<file path="config.mk">
export PLATFORM = sky130hd
export DESIGN_NAME = roc_top
export DESIGN_NICKNAME = d
export VERILOG_FILES = /design/src/roc_pkg.sv /design/src/roc_line_store.sv /design/src/roc_refill.sv /design/src/roc_region_decode.sv /design/src/roc_top.sv
export SDC_FILE = /design/constraint.sdc
export NUM_CORES = 1
export LEC_CHECK = 0
export BUFFER_PORTS_ARGS = -buffer_cell sky130_fd_sc_hd__buf_4
export CORE_MARGIN = 2
export CORE_UTILIZATION = 30
export DETAILED_ROUTE_END_ITERATION = 6
export GPL_ROUTABILITY_DRIVEN = 0
export SLEW_MARGIN = 25
export SYNTH_ARGS = -nofsm -noshare
export SYNTH_HDL_FRONTEND = slang
export SYNTH_SLANG_ARGS = --single-unit
</file>
<file path="constraint.sdc">
create_clock -name clk_i -period 5.2 [get_ports clk_i]
set_input_delay 1.04 -clock clk_i [delete_from_list [all_inputs] [get_ports clk_i]]
set_output_delay 1.04 -clock clk_i [all_outputs]
set_load 0.1 [all_outputs]
</file>
<file path="src/roc_pkg.sv">
// Read-only cache shared widths and payload structs
`default_nettype none

package roc_pkg;

  // --------------------
  // Widths
  // --------------------
  localparam int unsigned AddrWidth = 32;
  localparam int unsigned DataWidth = 32;

  typedef logic [AddrWidth-1:0] addr_t;
  typedef logic [DataWidth-1:0] data_t;

  // --------------------
  // Payload structs
  // --------------------

  // Cacheable window, start inclusive and end exclusive
  typedef struct packed {
    addr_t start_addr;
    addr_t end_addr;
  } region_t;

  // Upstream read request
  typedef struct packed {
    addr_t addr;
  } req_t;

  // Result of the line store lookup
  typedef struct packed {
    addr_t addr;
    logic  cacheable;
    logic  hit;
    data_t data;
  } lookup_t;

  // Memory read response
  typedef struct packed {
    data_t data;
    logic  error;
  } mem_rsp_t;

  // Response returned upstream
  typedef struct packed {
    data_t data;
    logic  error;
  } rsp_t;

  // Line write from the refill stage
  typedef struct packed {
    addr_t addr;
    data_t data;
  } fill_t;

endpackage

`default_nettype wire

</file>
<file path="src/roc_line_store.sv">
// Direct-mapped line store with registered lookup, line fill and flush
`timescale 1ns/1ps
`default_nettype none

module roc_line_store #(
  parameter int unsigned LineCount = 16
) (
  input  wire logic             clk_i,
  input  wire logic             rst_n_i,
  // From the decode stage
  input  wire roc_pkg::req_t    in_req_i,
  input  wire logic             in_cacheable_i,
  input  wire logic             in_valid_i,
  output logic                  in_ready_o,
  // Towards the refill stage
  output roc_pkg::lookup_t      out_o,
  output logic                  out_valid_o,
  input  wire logic             out_ready_i,
  // Line write
  input  wire roc_pkg::fill_t   fill_i,
  input  wire logic             fill_valid_i,
  // Invalidate all lines
  input  wire logic             flush_i
);

  localparam int unsigned OffsetWidth = $clog2(roc_pkg::DataWidth / 8);
  localparam int unsigned IdxWidth    = $clog2(LineCount);
  localparam int unsigned TagWidth    = roc_pkg::AddrWidth - IdxWidth - OffsetWidth;

  typedef logic [IdxWidth-1:0] idx_t;
  typedef logic [TagWidth-1:0] tag_t;

  tag_t             tag_mem  [LineCount];
  roc_pkg::data_t   data_mem [LineCount];
  logic [LineCount-1:0] valid_q;

  idx_t             in_idx;
  tag_t             in_tag;
  idx_t             fill_idx;
  tag_t             fill_tag;
  logic             fwd;
  logic             line_valid;
  tag_t             line_tag;
  roc_pkg::data_t   line_data;
  logic             accept;
  roc_pkg::lookup_t lookup_d;
  roc_pkg::lookup_t out_q;
  logic             out_valid_q;

  assign in_idx   = in_req_i.addr[OffsetWidth +: IdxWidth];
  assign in_tag   = in_req_i.addr[roc_pkg::AddrWidth-1 -: TagWidth];
  assign fill_idx = fill_i.addr[OffsetWidth +: IdxWidth];
  assign fill_tag = fill_i.addr[roc_pkg::AddrWidth-1 -: TagWidth];

  // --------------------
  // Lookup
  // --------------------

  // A fill landing this cycle is seen by the lookup taken in the same cycle
  assign fwd        = fill_valid_i && (fill_idx == in_idx);
  assign line_valid = fwd ? 1'b1 : valid_q[in_idx];
  assign line_tag   = fwd ? fill_tag : tag_mem[in_idx];
  assign line_data  = fwd ? fill_i.data : data_mem[in_idx];

  always_comb begin
    lookup_d.addr      = in_req_i.addr;
    lookup_d.cacheable = in_cacheable_i;
    lookup_d.hit       = in_cacheable_i && line_valid && (line_tag == in_tag);
    lookup_d.data      = line_data;
  end

  assign in_ready_o = (!out_valid_q || out_ready_i) && !flush_i;
  assign accept     = in_valid_i && in_ready_o;

  always_ff @(posedge clk_i or negedge rst_n_i) begin
    if (!rst_n_i) begin
      out_valid_q <= 1'b0;
    end else if (accept) begin
      out_valid_q <= 1'b1;
    end else if (out_ready_i) begin
      out_valid_q <= 1'b0;
    end
  end

  always_ff @(posedge clk_i) begin
    if (accept) begin
      out_q <= lookup_d;
    end
  end

  assign out_o       = out_q;
  assign out_valid_o = out_valid_q;

  // --------------------
  // Arrays
  // --------------------
  always_ff @(posedge clk_i or negedge rst_n_i) begin
    if (!rst_n_i) begin
      valid_q <= '0;
    end else if (flush_i) begin
      valid_q <= '0;
    end else if (fill_valid_i) begin
      valid_q[fill_idx] <= 1'b1;
    end
  end

  always_ff @(posedge clk_i) begin
    if (fill_valid_i) begin
      tag_mem[fill_idx]  <= fill_tag;
      data_mem[fill_idx] <= fill_i.data;
    end
  end

  // Flush waits for an idle refill, so no fill can be in flight
  a_no_fill_on_flush : assert property (
    @(posedge clk_i) disable iff (!rst_n_i)
    !(fill_valid_i && flush_i)
  );

endmodule

`default_nettype wire

</file>
<file path="src/roc_refill.sv">
// Miss and bypass handler that fetches from memory, fills lines and responds
`timescale 1ns/1ps
`default_nettype none

module roc_refill (
  input  wire logic               clk_i,
  input  wire logic               rst_n_i,
  // Lookup result
  input  wire roc_pkg::lookup_t   in_i,
  input  wire logic               in_valid_i,
  output logic                    in_ready_o,
  // Upstream response
  output roc_pkg::rsp_t           rsp_o,
  output logic                    rsp_valid_o,
  input  wire logic               rsp_ready_i,
  // Memory port
  output roc_pkg::addr_t          mem_addr_o,
  output logic                    mem_req_valid_o,
  input  wire logic               mem_req_ready_i,
  input  wire roc_pkg::mem_rsp_t  mem_rsp_i,
  input  wire logic               mem_rsp_valid_i,
  // Line write
  output roc_pkg::fill_t          fill_o,
  output logic                    fill_valid_o,
  // No miss in progress
  output logic                    idle_o
);

  typedef enum logic [1:0] {
    StIdle,
    StRequest,
    StWait,
    StRespond
  } state_e;

  state_e        state_q;
  state_e        state_d;
  roc_pkg::rsp_t rsp_q;
  logic          fill_d;
  logic          fill_q;
  logic          idle_q;

  // --------------------
  // FSM
  // --------------------

  // The lookup stays at the input until its response is taken
  always_comb begin
    state_d         = state_q;
    fill_d          = 1'b0;
    in_ready_o      = 1'b0;
    rsp_valid_o     = 1'b0;
    mem_req_valid_o = 1'b0;
    rsp_o           = rsp_q;
    case (state_q)
      StIdle: begin
        // Hits go straight through
        rsp_o.data  = in_i.data;
        rsp_o.error = 1'b0;
        if (in_valid_i) begin
          if (in_i.hit) begin
            rsp_valid_o = 1'b1;
            in_ready_o  = rsp_ready_i;
          end else begin
            state_d = StRequest;
          end
        end
      end
      StRequest: begin
        mem_req_valid_o = 1'b1;
        if (mem_req_ready_i) begin
          state_d = StWait;
        end
      end
      StWait: begin
        if (mem_rsp_valid_i) begin
          state_d = StRespond;
          // Faulty data is never cached
          fill_d  = in_i.cacheable && !mem_rsp_i.error;
        end
      end
      StRespond: begin
        rsp_valid_o = 1'b1;
        if (rsp_ready_i) begin
          in_ready_o = 1'b1;
          state_d    = StIdle;
        end
      end
      default: begin
        state_d = StIdle;
      end
    endcase
  end

  always_ff @(posedge clk_i or negedge rst_n_i) begin
    if (!rst_n_i) begin
      state_q <= StIdle;
      fill_q  <= 1'b0;
      idle_q  <= 1'b0;
    end else begin
      state_q <= state_d;
      fill_q  <= fill_d;
      idle_q  <= (state_d == StIdle);
    end
  end

  // Memory data held for the response and the fill
  always_ff @(posedge clk_i) begin
    if ((state_q == StWait) && mem_rsp_valid_i) begin
      rsp_q.data  <= mem_rsp_i.data;
      rsp_q.error <= mem_rsp_i.error;
    end
  end

  // --------------------
  // Outputs
  // --------------------
  assign mem_addr_o   = in_i.addr;
  assign fill_o.addr  = in_i.addr;
  assign fill_o.data  = rsp_q.data;
  assign fill_valid_o = fill_q;
  assign idle_o       = idle_q;

  // One request outstanding, so a response only comes while waiting
  a_rsp_in_wait : assert property (
    @(posedge clk_i) disable iff (!rst_n_i)
    mem_rsp_valid_i |-> (state_q == StWait)
  );

endmodule

`default_nettype wire

</file>
<file path="src/roc_region_decode.sv">
// Request stage that registers a read and marks it cacheable or bypass
`timescale 1ns/1ps
`default_nettype none

module roc_region_decode #(
  parameter int unsigned NrRegions = 2
) (
  input  wire logic                              clk_i,
  input  wire logic                              rst_n_i,
  input  wire logic                              enable_i,
  input  wire roc_pkg::region_t [NrRegions-1:0]  regions_i,
  // Upstream request
  input  wire roc_pkg::req_t                     req_i,
  input  wire logic                              req_valid_i,
  output logic                                   req_ready_o,
  // Towards the line store
  output roc_pkg::req_t                          out_req_o,
  output logic                                   out_cacheable_o,
  output logic                                   out_valid_o,
  input  wire logic                              out_ready_i,
  // Flush in progress
  input  wire logic                              flush_i
);

  logic          in_region;
  logic          cacheable;
  logic          accept;
  logic          valid_q;
  logic          cacheable_q;
  roc_pkg::req_t req_q;

  // --------------------
  // Region match
  // --------------------
  always_comb begin
    in_region = 1'b0;
    for (int unsigned i = 0; i < NrRegions; i++) begin
      if ((req_i.addr >= regions_i[i].start_addr) &&
          (req_i.addr < regions_i[i].end_addr)) begin
        in_region = 1'b1;
      end
    end
  end

  // Disabled cache sends everything to memory
  assign cacheable = enable_i && in_region;

  // --------------------
  // One-entry stage
  // --------------------
  assign req_ready_o = (!valid_q || out_ready_i) && !flush_i;
  assign accept      = req_valid_i && req_ready_o;

  always_ff @(posedge clk_i or negedge rst_n_i) begin
    if (!rst_n_i) begin
      valid_q <= 1'b0;
    end else if (accept) begin
      valid_q <= 1'b1;
    end else if (out_ready_i) begin
      valid_q <= 1'b0;
    end
  end

  always_ff @(posedge clk_i) begin
    if (accept) begin
      req_q       <= req_i;
      cacheable_q <= cacheable;
    end
  end

  assign out_req_o       = req_q;
  assign out_cacheable_o = cacheable_q;
  assign out_valid_o     = valid_q;

  // Held request must not change before the line store takes it
  a_out_stable : assert property (
    @(posedge clk_i) disable iff (!rst_n_i)
    (out_valid_o && !out_ready_i) |=> (out_valid_o && $stable(out_req_o))
  );

endmodule

`default_nettype wire

</file>
<file path="src/roc_top.sv">
// Read-only cache top level joining decode, line store and refill
`timescale 1ns/1ps
`default_nettype none

module roc_top #(
  parameter int unsigned LineCount = 16,
  parameter int unsigned NrRegions = 2
) (
  input  wire logic                              clk_i,
  input  wire logic                              rst_n_i,
  input  wire logic                              enable_i,
  input  wire roc_pkg::region_t [NrRegions-1:0]  regions_i,
  // Request
  input  wire roc_pkg::req_t                     req_i,
  input  wire logic                              req_valid_i,
  output logic                                   req_ready_o,
  // Response
  output roc_pkg::rsp_t                          rsp_o,
  output logic                                   rsp_valid_o,
  input  wire logic                              rsp_ready_i,
  // Memory
  output roc_pkg::addr_t                         mem_addr_o,
  output logic                                   mem_req_valid_o,
  input  wire logic                              mem_req_ready_i,
  input  wire roc_pkg::mem_rsp_t                 mem_rsp_i,
  input  wire logic                              mem_rsp_valid_i,
  // Flush
  input  wire logic                              flush_valid_i,
  output logic                                   flush_ready_o
);

  roc_pkg::req_t    dec_req;
  logic             dec_cacheable;
  logic             dec_valid;
  logic             dec_ready;
  roc_pkg::lookup_t lookup;
  logic             lookup_valid;
  logic             lookup_ready;
  roc_pkg::fill_t   fill;
  logic             fill_valid;
  logic             refill_idle;
  logic             flush;

  // Flush only with an empty lookup register and no miss in progress
  assign flush_ready_o = !lookup_valid && refill_idle;
  assign flush         = flush_valid_i && flush_ready_o;

  roc_region_decode #(
    .NrRegions ( NrRegions )
  ) i_region_decode (
    .clk_i           ( clk_i         ),
    .rst_n_i         ( rst_n_i       ),
    .enable_i        ( enable_i      ),
    .regions_i       ( regions_i     ),
    .req_i           ( req_i         ),
    .req_valid_i     ( req_valid_i   ),
    .req_ready_o     ( req_ready_o   ),
    .out_req_o       ( dec_req       ),
    .out_cacheable_o ( dec_cacheable ),
    .out_valid_o     ( dec_valid     ),
    .out_ready_i     ( dec_ready     ),
    .flush_i         ( flush         )
  );

  roc_line_store #(
    .LineCount ( LineCount )
  ) i_line_store (
    .clk_i          ( clk_i         ),
    .rst_n_i        ( rst_n_i       ),
    .in_req_i       ( dec_req       ),
    .in_cacheable_i ( dec_cacheable ),
    .in_valid_i     ( dec_valid     ),
    .in_ready_o     ( dec_ready     ),
    .out_o          ( lookup        ),
    .out_valid_o    ( lookup_valid  ),
    .out_ready_i    ( lookup_ready  ),
    .fill_i         ( fill          ),
    .fill_valid_i   ( fill_valid    ),
    .flush_i        ( flush         )
  );

  roc_refill i_refill (
    .clk_i           ( clk_i           ),
    .rst_n_i         ( rst_n_i         ),
    .in_i            ( lookup          ),
    .in_valid_i      ( lookup_valid    ),
    .in_ready_o      ( lookup_ready    ),
    .rsp_o           ( rsp_o           ),
    .rsp_valid_o     ( rsp_valid_o     ),
    .rsp_ready_i     ( rsp_ready_i     ),
    .mem_addr_o      ( mem_addr_o      ),
    .mem_req_valid_o ( mem_req_valid_o ),
    .mem_req_ready_i ( mem_req_ready_i ),
    .mem_rsp_i       ( mem_rsp_i       ),
    .mem_rsp_valid_i ( mem_rsp_valid_i ),
    .fill_o          ( fill            ),
    .fill_valid_o    ( fill_valid      ),
    .idle_o          ( refill_idle     )
  );

endmodule

`default_nettype wire

</file>
# Word-level counts from Yosys, hierarchy flattened

Memories as Yosys holds them, arrays and structs flattened. A register that Yosys moved wholly into a read port is not among the register bits.
Cells that the tools add are included.

Memory bits (read-only): 0
Word-level logic and storage cells: 88
Latch bits: 0
Input bits: 201
Output and inout port bits: 69
RAM bits: 928
Memories: 2
Register bits: 122

Eq/ne operators: 5
Shifts and indexed selects: 0
Div/mod/pow operators: 0
Multiplexer cells: 34
Add/subtract/negate cells: 0
Multiply operators: 0
Bitwise gates (word level): 1
Reduce and logical (&&, ||, !) cells: 26
$lt $le $gt $ge: 7

Memories:

| memory                | depth | width | rd ports | clocked after Yosys merged registers in | write ports | RTL line             | source |
|---|---|---|---|---|---|---|---|
| i_line_store.data_mem | 16    | 32    | 1        | 1                                       | 1           | roc_line_store.sv:34 | `roc_pkg::data_t data_mem [LineCount];` |
| i_line_store.tag_mem  | 16    | 26    | 1        | 1                                       | 1           | roc_line_store.sv:33 | `tag_t tag_mem [LineCount];` |

Operator list:

| kind               | count |
|---|---|
| $ge 32x32->1       | 2 |
| $lt 32x32->1       | 2 |
| $mux 33            | 1 |
| $mux 16            | 2 |
| $eq 26x26->1       | 1 |
| $mux 26            | 1 |
| $mux 1             | 19 |
| $or 16x16->16      | 1 |
| $logic_and 1x1->1  | 15 |
| $lt 4x5->1 const B | 2 |
| $mux 2             | 5 |
| $pmux 2 s4         | 1 |
| $reduce_bool 2->1  | 3 |
| $bmux 1 s4         | 1 |
| $demux 1 s4        | 1 |
| $eq 2x2->1 const B | 2 |
| $eq 4x4->1         | 1 |
| $ge 4x1->1 const B | 1 |
| $logic_not 1->1    | 4 |
| $logic_not 2->1    | 2 |
| $mux 4             | 1 |
| $pmux 1 s2         | 2 |
| $eq 2x1->1 const B | 1 |
| $logic_or 1x1->1   | 2 |

# Depth between registers and ports, before layout

Depth after elaboration: 9
Depth in mapped cells: 13
Mapped depth without buffers: 11

# Modules after synthesis

From an unflattened synthesis, not the netlist that was laid out.

Cell total of the unflattened synthesis: 2,383
Area, all modules: 45,414.8 µm²

Modules (own cells, without submodules):

| module            | area each (µm²) | instances | seq. area each (µm²) | cells each |
|---|---|---|---|---|
| roc_line_store    | 38,873.5        | 1         | 30,274.0             | 1,715 |
| roc_region_decode | 4,124.0         | 1         | 1,016.0              | 470 |
| roc_refill        | 2,402.3         | 1         | 1,091.0              | 196 |
| roc_top           | 15.0            | 1         | 0.0                  | 2 |

# Least setup slack after synthesis

OpenSTA, ideal clock, no wires.

Path type: flip-flop to flip-flop
Start point: register i_refill.state_q[0]
End point: register i_region_decode.cacheable_q (netlist: i_region_decode.out_cacheable_o), enable pin
Data arrival time: 5.837 ns
Data required time: 4.809 ns
Buffers on the path: 0
Setup time: 0.391 ns
Cell stages (with the launch flop): 8
Clock period less this slack: 6.227 ns
Slack: -1.027 ns
Path through: dfrtp_1 inv_1 ha_1 nor2_1 a21oi_1 a21boi_0 nand2_1 inv_1

Word-level cells in the longest chain between the ends: 7
Elaborated cells on any way between the ends: 8
Classes of those cells: 1 x eq/ne; 1 x mux; 6 x reduce/logical

Ends and longest elaborated chain:

| what                                                 | RTL line                | source |
|---|---|---|
| start, declared                                      | roc_refill.sv:36        | `state_e state_q;` |
| start signal, assigned                               | roc_refill.sv:97        | `state_q <= StIdle;` |
| start signal, assigned                               | roc_refill.sv:101       | `state_q <= state_d;` |
| $eq 2x2->1 / $logic_not 2->1 (equally long branches) | roc_refill.sv:55        | `case (state_q)` |
| $pmux 1 s2 *                                         | roc_refill.sv:55        |  |
| $logic_or 1x1->1 *                                   | roc_line_store.sv:72    | `assign in_ready_o = (!out_valid_q \|\| out_ready_i) && !flush_i;` |
| $logic_and 1x1->1 *                                  | roc_line_store.sv:72    |  |
| $logic_or 1x1->1 *                                   | roc_region_decode.sv:51 | `assign req_ready_o = (!valid_q \|\| out_ready_i) && !flush_i;` |
| $logic_and 1x1->1 *                                  | roc_region_decode.sv:51 |  |
| via req_ready_o                                      | roc_top.sv:16           | `output logic req_ready_o,` |
| $logic_and 1x1->1 *                                  | roc_region_decode.sv:52 | `assign accept = req_valid_i && req_ready_o;` |
| via i_region_decode.accept                           | roc_region_decode.sv:27 | `logic accept;` |
| end signal, assigned                                 | roc_region_decode.sv:67 | `cacheable_q <= cacheable;` |
| end, declared                                        | roc_region_decode.sv:29 | `logic cacheable_q;` |

Mark *: on every way through the listed nets, which the timed path passes. The rest lies on a longest branch.
A chain may end at the register's enable or synchronous reset.

==> impl_metrics.tcl <==
set metrics [dict create \
    reg2reg_depth 9 \
    max-vdd-ir-drop_v 0.000434 \
    cp_num_buf_inv 3 \
    post_drt_wl_per_cell_microns 24.1 \
    synth_seq_cells 1086 \
    nNetsFinal 3009 \
    crit_arrival_ns 2.66 \
    crit_path_end_kind "output port" \
    synth.distinct_cells 66 \
    grt_pass1_wl_microns 167000 \
    hold_viol_final 0 \
    grt_overflow 0 \
    final_antenna_net_count 0 \
    rows 142 \
    wirelength_microns 115000 \
    slew_violations 0 \
    die-area_sq_um 153000 \
    firstDrtPassIters 5 \
    cts_tree "done" \
    relSlewSlack_pct 34.9 \
    io_pins 270 \
    cts_made_buffers 110 \
    hpwl_microns 67400 \
    dieWidth_microns 391 \
    via_per_inst 4.90 \
    stdcell_count 4787 \
    clockBufferDepth 3 \
    seq_area_frac_synth_pct 72.1 \
    crit_family "buffers and inverters" \
    portBuffers 269 \
    skew_ns 0.0346 \
    cts.htree.levels 3 \
    layout-drive-gt1-share_pct 29.6 \
    syn_area_sq_um 45000 \
    cp_common_cell "buf_4" \
    worstSetupStartpointType "register" \
    synth_fp_nets 2699 \
    grt_use_total_pct 15.0 \
    vias 23400 \
    synth_flop_cell "edfxtp_1" \
    ys_async_sr_fraction_pct 2.03 \
    yosysWarnings 0 \
    required_ns 4.16 \
    rsz0062_at_grt "false" \
    avgSynthCellArea_sq_um 19.0 \
    synth_cells 2368 \
    clockRootBuffer "clkbuf_16" \
    start_util_pct 30.1 \
    post_cts_resized 0 \
    first_global_vias 24000 \
    clock_latency_ns 0.71 \
    crit_fanout 37 \
    fillCellCount 13900 \
    crit_chain "inv_1, ha_2, buf_4, mux2_2, buf_4" \
    multi_input_area_sq_um 11500 \
    final.min_clock_period_ns 3.70 \
    synth_edf_count 1060 \
    max_freq_mhz 270 \
    final_util_pct 35.8 \
    fp.dieH_microns 391 \
    period_share_pct 71.1 \
    leakage_nw 18.5 \
    num_antenna_cells 0 \
    cts_setup_buffers 0 \
    cts_sinks 1086 \
    cts-hold-fix-buffers 0 \
    cp_slowest_stage_delay_ns 0.51 \
    placed_cells 4581 \
    core_area_sq_um 149000 \
    crit_type "reg -> out" \
    drv_cap 0 \
    antenna_found_initial 4 \
    status "completed" \
    powerDensity_nw_per_um2 489 \
    min_path_type "in -> async" \
    worstMarginPinSlew_ns 0.977 \
    grt_max_degree 106 \
    clk_pin_slew_ns 0.07 \
    setup_viol 0 \
    drc_errors 0 \
    cp.depth 5 \
    drtIter0Drc 2212 \
    critPathSlowestCell "buf_4" \
    regArea_sq_um 32500 \
    syn_to_final_growth_pct 19.0 \
]
-- through the flow --
stage	TNS (ns)	worst slack [ns]	hold WS, ns	total power [W]	cell area (sq um)
floorplan	-0.375	-0.00646	0.400	0.0161	45000
global placement	0	1.41	0.409	0.0181	49600
detailed placement	0	1.41	0.407	0.0181	49700
CTS	0	1.43	0.198	0.0265	53500
global route	0	1.40	0.245	0.0272	53600
finish	0	1.50	0.238	0.0262	53600
-- area by class of cell --
type	count	share of cell area [%]
clock inverter	67	1.69
sequential	1086	60.6
timing repair buffer	324	5.10
inverter	148	1.04
clock buffer	138	5.45
tap	2016	4.71
multi-input combinational	1008	21.4
-- cells in the mapped netlist (3+ instances only) --
library cell	instances	area share, %
a22o_1	6	0.12
ha_1	130	3.6
o2111ai_1	3	0.058
nand2_1	166	1.4
and3_1	5	0.069
nand3_1	15	0.17
edfxtp_1	1060	71
nand3b_1	4	0.067
a21oi_1	45	0.50
mux4_2	260	13
o22ai_1	6	0.083
a21o_1	35	0.58
a31oi_1	5	0.069
nor2b_1	12	0.17
dfrtp_1	22	1.2
a221oi_1	15	0.29
o21ai_0	31	0.34
a21boi_0	3	0.050
buf_2	23	0.26
nor2_1	39	0.33
o211ai_1	3	0.050
a211oi_1	9	0.15
buf_1	17	0.14
buf_4	36	0.60
nand2b_1	8	0.11
xnor2_1	11	0.21
nor3_1	12	0.13
clkbuf_1	43	0.36
buf_6	6	0.15
mux2i_1	32	0.71
nand4_1	24	0.33
dfxtp_1	4	0.18
a22oi_1	14	0.23
o21a_1	16	0.27
o21ai_1	12	0.13
o31ai_1	3	0.050
xor2_1	14	0.27
nor4_1	4	0.056
inv_1	148	1.2
mux2_2	35	0.88
-- layout by cell type (no fill, tap or decap), types with 14 or more instances in the layout --
cell | netlist | layout
edfxtp_1 | 1060 | 1060
buf_4 | 36 | 302
mux4_2 | 260 | 260
nand2_1 | 166 | 166
inv_1 | 148 | 146
ha_1 | 130 | 129
clkbuf_16 | 0 | 111
a21oi_1 | 45 | 45
mux2_2 | 35 | 35
a21o_1 | 35 | 35
mux2i_1 | 32 | 32
o21ai_0 | 31 | 31
nor2_1 | 39 | 27
nand4_1 | 24 | 24
clkbuf_1 | 43 | 23
dfrtp_1 | 22 | 22
clkinv_2 | 0 | 21
bufinv_16 | 0 | 21
buf_12 | 0 | 19
o21a_1 | 16 | 16
a221oi_1 | 15 | 15
xor2_1 | 14 | 14
nand3_1 | 15 | 14
a22oi_1 | 14 | 14
-- worst reg2reg max path, delay by kind of cell, from the launching register on --
family                 cells  cell delay (ns)
flip-flops                 1             0.74
AND/OR/NAND/NOR            2             0.39
AO/OA/AOI/OAI              5             1.27
buffers and inverters      1             0.37
multiplexers               1             0.52
-- layer usage --
metal,global-route usage (%),routed length (microns),vias up
met5,0,9,-
met2,23.6,53800,909
met4,4.27,2830,2
met1,20.7,49700,12200
li1,-,-,10100
met3,3.46,8890,172
-- flip-flops by register name, summed over array words and instances, names as in the netlist, 2 cells and up, named ones only --
signal,cells
i_line_store.valid_q,16
i_refill.state_q,2
i_refill.fill_o,32
i_line_store.out_o,66
i_line_store.data_mem,512
i_line_store.tag_mem,416
i_region_decode.out_req_o,32
-- cells by family (layout without fill, tap and decap cells) --
kind of cell	Yosys count	in the layout	synth area share [%]
muxes	327	327	14.6
xor gates and xnor gates	25	25	0.486
buffers and inverters	274	677	2.77
DFF	1086	1086	72.1
AOI/OAI and AO/OA	226	226	3.40
adders and majority gates	130	130	3.61
and+or+nand+nor	300	300	3.01
-- path summary, 6_finish.rpt --
| check | start | endpoint | slack (ns) |
|---|---|---|---|
| max in group asynchronous | rst_n_i | i_line_store.out_valid_o$_DFFE_PN0P_ | 4.66 |
| min | rst_n_i | i_line_store.valid_q[14]$_DFFE_PN0P_ | 0.24 |
| min reg2reg | i_region_decode.out_req_o[1]$_DFFE_PP_ | i_line_store.out_o[35]$_DFFE_PP_ | 0.42 |
| min in group clk_i | i_region_decode.out_req_o[1]$_DFFE_PP_ | i_line_store.out_o[35]$_DFFE_PP_ | 0.42 |
| max reg2reg | register | i_line_store.out_o[32]$_DFFE_PP_ | 1.75 |
| max | i_refill.state_q[1]$_DFF_PN0_ | rsp_o[3] | 1.50 |
-- where the power goes --
part,switching [W],leakage (nW),total [W],internal [W]
Combinational,0.00422,6.75,0.00662,0.00241
Clock,0.00333,1.86,0.00835,0.00502
Sequential,0.000800,9.89,0.0112,0.0104
No activity file was read; power rests on OpenSTA's default activity.
